`src/addr_remap_pkg.sv`:
```
// Address remap package
// Shared types for the region table, the remap pipeline and its responses
package addr_remap_pkg;

	// **********************************************************************
	// Plain vector widths
	// **********************************************************************

	// Bus address, fixed at 32 bits
	typedef logic [31:0] addr_t;

	// Saturating fault tally
	typedef logic [15:0] fault_cnt_t;

	// **********************************************************************
	// Enumerations
	// **********************************************************************

	// Outcome of a remap request
	typedef enum logic [1:0] {
		FAULT_NONE       = 2'd0,
		FAULT_MISS       = 2'd1,
		FAULT_WRITE_PROT = 2'd2
	} fault_t;

	// Field targeted by a configuration write
	// FLAGS carries enable in bit 0 and writable in bit 1
	typedef enum logic [1:0] {
		CFG_BASE   = 2'd0,
		CFG_LAST   = 2'd1,
		CFG_OFFSET = 2'd2,
		CFG_FLAGS  = 2'd3
	} cfg_field_t;

	// **********************************************************************
	// Packed structs
	// **********************************************************************

	// One programmable region, last bound is inclusive
	typedef struct packed {
		addr_t base;
		addr_t last;
		addr_t offset;
		logic  enable;
		logic  writable;
	} region_cfg_t;

	// Incoming request
	typedef struct packed {
		addr_t addr;
		logic  write;
	} req_t;

	// Decode stage to execute stage
	typedef struct packed {
		req_t        req;
		logic        hit;
		region_cfg_t sel;
	} decode_t;

	// Execute stage to result stage and out of the block
	typedef struct packed {
		addr_t  addr;
		logic   write;
		fault_t fault;
	} resp_t;

endpackage

```
`src/addr_remap_top.sv`:
```
// Address remap unit
// Region table feeding a three stage decode, execute and result pipeline
`timescale 1ns/100ps

module addr_remap_top
#(
	parameter int NUM_REGION = 4,
	parameter int GRANULE    = 128
)
(
	input  logic                              clk,
	input  logic                              arst_n,
	// Configuration port
	input  logic                              cfg_wr,
	input  logic [$clog2(NUM_REGION+1)-1:0]   cfg_index,
	input  addr_remap_pkg::cfg_field_t        cfg_field,
	input  addr_remap_pkg::addr_t             cfg_data,
	// Request and response
	input  logic                              req_valid,
	input  addr_remap_pkg::req_t              req,
	output logic                              resp_valid,
	output addr_remap_pkg::resp_t             resp,
	// Fault bookkeeping
	input  logic                              fault_clear,
	output addr_remap_pkg::fault_cnt_t        fault_count,
	output logic                              first_fault_valid,
	output addr_remap_pkg::addr_t             first_fault_addr
);

	addr_remap_pkg::region_cfg_t [NUM_REGION-1:0] regions;
	logic                                         dec_valid;
	addr_remap_pkg::decode_t                      dec;
	logic                                         exe_valid;
	addr_remap_pkg::resp_t                        exe;

	// **********************************************************************
	// Table and pipeline stages
	// **********************************************************************

	region_table #(
		.NUM_REGION (NUM_REGION)
	) u_table (
		.clk       (clk),
		.arst_n    (arst_n),
		.cfg_wr    (cfg_wr),
		.cfg_index (cfg_index),
		.cfg_field (cfg_field),
		.cfg_data  (cfg_data),
		.regions   (regions)
	);

	region_decoder #(
		.NUM_REGION (NUM_REGION),
		.GRANULE    (GRANULE)
	) u_decode (
		.clk       (clk),
		.arst_n    (arst_n),
		.req_valid (req_valid),
		.req       (req),
		.regions   (regions),
		.dec_valid (dec_valid),
		.dec       (dec)
	);

	remap_execute u_execute (
		.clk       (clk),
		.arst_n    (arst_n),
		.dec_valid (dec_valid),
		.dec       (dec),
		.exe_valid (exe_valid),
		.exe       (exe)
	);

	remap_result u_result (
		.clk               (clk),
		.arst_n            (arst_n),
		.exe_valid         (exe_valid),
		.exe               (exe),
		.fault_clear       (fault_clear),
		.resp_valid        (resp_valid),
		.resp              (resp),
		.fault_count       (fault_count),
		.first_fault_valid (first_fault_valid),
		.first_fault_addr  (first_fault_addr)
	);

endmodule

```
`src/region_decoder.sv`:
```
// Region decoder
// Decode stage, matches a request against all regions and picks the winner
`timescale 1ns/100ps

module region_decoder
#(
	parameter int NUM_REGION = 4,
	parameter int GRANULE    = 128
)
(
	input  logic                                         clk,
	input  logic                                         arst_n,
	input  logic                                         req_valid,
	input  addr_remap_pkg::req_t                         req,
	input  addr_remap_pkg::region_cfg_t [NUM_REGION-1:0] regions,
	output logic                                         dec_valid,
	output addr_remap_pkg::decode_t                      dec
);

	localparam int ADDR_W    = $bits(addr_remap_pkg::addr_t);
	// Bits below the granule take no part in the compare
	localparam int GRAN_BITS = $clog2(GRANULE);

	logic [ADDR_W-1:GRAN_BITS]   req_gran;
	logic [NUM_REGION-1:0]       above_base;
	logic [NUM_REGION-1:0]       below_last;
	logic [NUM_REGION-1:0]       match;
	logic                        hit;
	addr_remap_pkg::region_cfg_t sel;

	// **********************************************************************
	// Bound compare at granule resolution
	// **********************************************************************

	assign req_gran = req.addr[ADDR_W-1:GRAN_BITS];

	for (genvar i = 0; i < NUM_REGION; i++)
	begin : g_match
		assign above_base[i] = (req_gran >= regions[i].base[ADDR_W-1:GRAN_BITS]);
		assign below_last[i] = (req_gran <= regions[i].last[ADDR_W-1:GRAN_BITS]);
		// Disabled entries never match
		assign match[i] = regions[i].enable && above_base[i] && below_last[i];
	end

	// **********************************************************************
	// Priority select
	// **********************************************************************

	assign hit = |match;

	// Walk from the top so the lowest matching index is written last
	always_comb
	begin
		sel = '0;
		for (int i = NUM_REGION - 1; i >= 0; i--)
		begin
			if (match[i])
			begin
				sel = regions[i];
			end
		end
	end

	// Stage register
	always_ff @(posedge clk or negedge arst_n)
	begin
		if (!arst_n)
		begin
			dec_valid <= 1'b0;
		end
		else
		begin
			dec_valid <= req_valid;
		end
	end

	always_ff @(posedge clk)
	begin
		dec.req <= req;
		dec.hit <= hit;
		dec.sel <= sel;
	end

endmodule

```
`src/region_table.sv`:
```
// Region table
// Register file of remap regions, one field updated per configuration strobe
`timescale 1ns/100ps

module region_table
#(
	parameter int NUM_REGION = 4
)
(
	input  logic                                         clk,
	input  logic                                         arst_n,
	input  logic                                         cfg_wr,
	input  logic [$clog2(NUM_REGION+1)-1:0]              cfg_index,
	input  addr_remap_pkg::cfg_field_t                   cfg_field,
	input  addr_remap_pkg::addr_t                        cfg_data,
	output addr_remap_pkg::region_cfg_t [NUM_REGION-1:0] regions
);

	// Index is one bit wider than needed so out of range values exist
	localparam int IDX_W = $clog2(NUM_REGION + 1);

	// Table storage
	addr_remap_pkg::region_cfg_t [NUM_REGION-1:0] entries;

	// **********************************************************************
	// Configuration write
	// **********************************************************************

	// Reset leaves every region disabled
	// An index that matches no entry falls through untouched
	always_ff @(posedge clk or negedge arst_n)
	begin
		if (!arst_n)
		begin
			entries <= '0;
		end
		else if (cfg_wr)
		begin
			for (int i = 0; i < NUM_REGION; i++)
			begin
				if (cfg_index == IDX_W'(i))
				begin
					case (cfg_field)
						addr_remap_pkg::CFG_BASE:
						begin
							entries[i].base <= cfg_data;
						end
						addr_remap_pkg::CFG_LAST:
						begin
							entries[i].last <= cfg_data;
						end
						addr_remap_pkg::CFG_OFFSET:
						begin
							entries[i].offset <= cfg_data;
						end
						addr_remap_pkg::CFG_FLAGS:
						begin
							// Only the two low bits are meaningful
							entries[i].enable   <= cfg_data[0];
							entries[i].writable <= cfg_data[1];
						end
					endcase
				end
			end
		end
	end

	// Whole table is visible to the decoder every cycle
	assign regions = entries;

endmodule

```
`src/remap_execute.sv`:
```
// Remap execute stage
// Applies the region offset, checks write permission and classifies faults
`timescale 1ns/100ps

module remap_execute
(
	input  logic                    clk,
	input  logic                    arst_n,
	input  logic                    dec_valid,
	input  addr_remap_pkg::decode_t dec,
	output logic                    exe_valid,
	output addr_remap_pkg::resp_t   exe
);

	addr_remap_pkg::addr_t  xlate_addr;
	addr_remap_pkg::fault_t fault;
	addr_remap_pkg::addr_t  out_addr;

	// **********************************************************************
	// Translation and fault classification
	// **********************************************************************

	// Full address plus offset, wraps modulo 2^32
	assign xlate_addr = dec.req.addr + dec.sel.offset;

	// Miss wins over permission, sel is zero on a miss anyway
	always_comb
	begin
		if (!dec.hit)
		begin
			fault = addr_remap_pkg::FAULT_MISS;
		end
		else if (dec.req.write && !dec.sel.writable)
		begin
			fault = addr_remap_pkg::FAULT_WRITE_PROT;
		end
		else
		begin
			fault = addr_remap_pkg::FAULT_NONE;
		end
	end

	// A faulting request keeps its original address
	assign out_addr = (fault == addr_remap_pkg::FAULT_NONE) ? xlate_addr : dec.req.addr;

	// Stage register
	always_ff @(posedge clk or negedge arst_n)
	begin
		if (!arst_n)
		begin
			exe_valid <= 1'b0;
		end
		else
		begin
			exe_valid <= dec_valid;
		end
	end

	always_ff @(posedge clk)
	begin
		exe.addr  <= out_addr;
		exe.write <= dec.req.write;
		exe.fault <= fault;
	end

endmodule

```
`src/remap_result.sv`:
```
// Remap result stage
// Registers the response, tallies faults and holds the first fault address
`timescale 1ns/100ps

module remap_result
(
	input  logic                       clk,
	input  logic                       arst_n,
	input  logic                       exe_valid,
	input  addr_remap_pkg::resp_t      exe,
	input  logic                       fault_clear,
	output logic                       resp_valid,
	output addr_remap_pkg::resp_t      resp,
	output addr_remap_pkg::fault_cnt_t fault_count,
	output logic                       first_fault_valid,
	output addr_remap_pkg::addr_t      first_fault_addr
);

	logic is_fault;
	logic capture;

	assign is_fault = exe_valid && (exe.fault != addr_remap_pkg::FAULT_NONE);
	// Only the first fault after reset or clear is latched
	assign capture  = is_fault && !first_fault_valid && !fault_clear;

	// **********************************************************************
	// Output register and fault bookkeeping
	// **********************************************************************

	// Clear beats a fault arriving in the same cycle
	always_ff @(posedge clk or negedge arst_n)
	begin
		if (!arst_n)
		begin
			resp_valid        <= 1'b0;
			fault_count       <= '0;
			first_fault_valid <= 1'b0;
		end
		else
		begin
			resp_valid <= exe_valid;
			if (fault_clear)
			begin
				fault_count       <= '0;
				first_fault_valid <= 1'b0;
			end
			else if (is_fault)
			begin
				// Saturate at all ones
				if (fault_count != '1)
				begin
					fault_count <= fault_count + 1'b1;
				end
				first_fault_valid <= 1'b1;
			end
		end
	end

	always_ff @(posedge clk)
	begin
		resp <= exe;
		if (capture)
		begin
			first_fault_addr <= exe.addr;
		end
	end

endmodule

```
`config.mk`:
```
export PLATFORM = sky130hd
export DESIGN_NAME = addr_remap_top
export DESIGN_NICKNAME = d
export VERILOG_FILES = /design/src/addr_remap_pkg.sv /design/src/addr_remap_top.sv /design/src/region_decoder.sv /design/src/region_table.sv /design/src/remap_execute.sv /design/src/remap_result.sv
export SDC_FILE = /design/constraint.sdc
export NUM_CORES = 1
export LEC_CHECK = 0
export BUFFER_PORTS_ARGS = -buffer_cell sky130_fd_sc_hd__buf_2
export CAP_MARGIN = 10
export CORE_MARGIN = 2
export CORE_UTILIZATION = 35
export DETAILED_ROUTE_END_ITERATION = 12
export GPL_TIMING_DRIVEN = 1
export SLEW_MARGIN = 20
export SYNTH_ARGS = -nofsm -noshare
export SYNTH_HDL_FRONTEND = slang
export SYNTH_HIERARCHICAL = 1
export SYNTH_SLANG_ARGS = --single-unit
```
`constraint.sdc`:
```
create_clock -name clk -period 4.2 [get_ports clk]
set_input_delay 0.21 -clock clk [delete_from_list [all_inputs] [get_ports clk]]
set_output_delay 0.21 -clock clk [all_outputs]
set_load 0.01 [all_outputs]
```
==> impl_metrics.ini <==
[power_and_ir_drop]
powerDensity_nw_per_um2 = 523
fin_total_pwr_uw = 15500
ir_worst_vdd_v = 0.000322
p_leak_uw = 0.0137

[place]
port_buffers = 159
pre_cts_ws_ns = 0.578
dp_hpwl_microns = 47300
globalplace.congestion = 0.880

[finish]
syn_to_final_growth_pct = 15.6
final_nets = 2704
nFillCells = 6892
multiInputGateArea_sq_um = 11500
drive_gt1_share_pct = 27.0
final_util_pct = 40.7
seq_area_sq_um = 12600

[global_routing]
gr-total-overflow = 0
grt_pass1_vias = 17822
grt_busiest_layer = met2
use_met1_pct = 23.4
gr-usage-met3_pct = 2.69
grt_usage_pct = 17.7
antenna_found_initial = 4
grt_use_met2_pct = 29.7
grt_pass1_wl_microns = 103000
grt_max_degree = 134

[floorplan]
io_pins = 160
num_rows = 99
die_area_sq_um = 75400
core-area_sq_um = 72700
die_h_microns = 275
die_w_microns = 275
initial_core_util_pct = 35.2

[timing]
rsz0062_at_grt = false
timing.slew.headroom_pct = 40.5
drv_slew = 0
worst_slack_ns = 0.627
fin_skew_ns = 0.0199
worstMarginPinSlew_ns = 0.884
max_freq_mhz = 280
fin_tns_setup_ns = 0
setup-violations-final = 0
final.min_clock_period_ns = 3.57
period_share_pct = 85.1
hold_viol = 0

[routing]
drtIter0Drc = 926
antenna_left = 0
drc = 0
wl_per_cell_microns = 19.6
via_count = 17416
routed_wl_microns = 66700
dr.pass1.iters = 5
drt-vias-per-instance = 5.12

[setup_path]
critPathArrivalTime_ns = 4.06
worstPathRequired_ns = 4.69
regToRegSetupSlack_ns = 0.69
cp-start-kind = input pin
path_max_fanout = 15
critical_path_class = in -> reg
endpoint_kind = register

[logic_synthesis]
synth_cells = 2227
avgSynthCellArea_sq_um = 11.5
synth_nets = 2535
netlist_area_sq_um = 25600
ys_warn_count = 6

[clock_network]
cts_tree = built
cts_resized = 0
cts_max_level = 2
clk_path_buf_depth = 3
cts_buffers = 56
clock_latency_ns = 0.61
cts-hold-fix-buffers = 42
cts-root-buf = clkbuf_16
cts_setup_buffers = 0
clk_pin_slew_ns = 0.06
cts.sinks = 525

[run_status]
run_status = completed

[min_path]
hold_class = in -> reg

[run]
cap_violations = 0
## worst max-delay path, cell delays in order
cell,delay (ns)
dlygate4sd3_1,0.53
buf_2,0.13
buf_4,0.18
ha_1,0.33
nand4_1,0.18
nor4_1,0.80
o21ai_0,0.19
a21oi_1,0.19
o21ai_1,0.14
a211oi_4,0.44
buf_4,0.32
a22oi_1,0.10
a221oi_1,0.32
## state kept, by name (all words and copies together) (netlist names)
signal / cells
u_decode/dec: 67
u_decode/dec_valid: 1
u_execute/exe: 35
u_execute/exe_valid: 1
u_result/fault_count: 16
u_result/first_fault_addr: 32
u_result/first_fault_valid: 1
u_result/resp: 35
u_result/resp_valid: 1
u_table/regions: 336
## worst paths after layout
| check | start | to | depth (start not counted) |
|---|---|---|---|
| max in group asynchronous | arst_n | u_table/regions[193] | 3 |
| worst max-delay path | req[31] | u_decode/dec[0] | 13 |
| min in group asynchronous | arst_n | u_result/fault_count[15] | 2 |
| worst max register to register | u_table/regions[257] | u_decode/dec[0] | 11 |
| worst min-delay path | cfg_data[19] | u_table/regions[379] | 2 |
| worst min register to register | u_execute/exe[2] | u_result/resp[2] | 0 |
## final cells by class
cell class                      count  share of cell area (%)
Clock buffer                       74                    5.30
Clock inverter                     32                    1.24
Tap cell                          959                    4.05
Timing Repair Buffer              232                    5.05
Inverter                          239                    3.03
Antenna cell                        1                 0.00845
Sequential cell                   525                    42.6
Multi-Input combinational cell   1342                    38.7
## metal layers
metal	vias to the layer above	part of all wire, %
met5	-	0.010
met4	2	2.9
met3	107	3.9
met2	341	47
met1	8724	46
li1	8242	-
## cell usage in the layout, fill, tap and decap left out, types with 9 or more instances in the layout
cell type and instances:
xnor2_1 18, nor2_1 80, nand3_1 29, nor2b_1 10, nand4_1 46, edfxtp_1 32, o21a_1 10, dfxtp_1 137
buf_2 158, nor4_1 11, dfrtp_1 356, nor3_1 18, a211oi_1 16, a22oi_1 35, ha_1 232, o21ai_0 69
inv_1 239, buf_4 28, nand2_1 101, a21oi_1 93, clkinv_2 14, mux2_2 339, a21o_1 24, a221oi_1 36
xor2_1 10, clkbuf_1 9, o31ai_1 14, dlygate4sd3_1 42, clkbuf_16 57, a31oi_1 12
## power by group
group / internal [uW] / total [uW] / switching, uW
logic: 1690 / 3720 / 2030
clock network: 3070 / 5130 / 2070
registers: 6140 / 6650 / 516
## stage by stage
stage	std cells	cell area, sq um	hold slack (ns)
after floorplan	2227	25600	-0.0856
after global placement	3255	27300	0.249
after detailed placement	3255	27300	0.246
after CTS	3403	29600	0.0299
after global routing	3403	29600	0.0423
final	3404	29600	0.0544
Note: power is estimated with default switching activity, not from simulation.
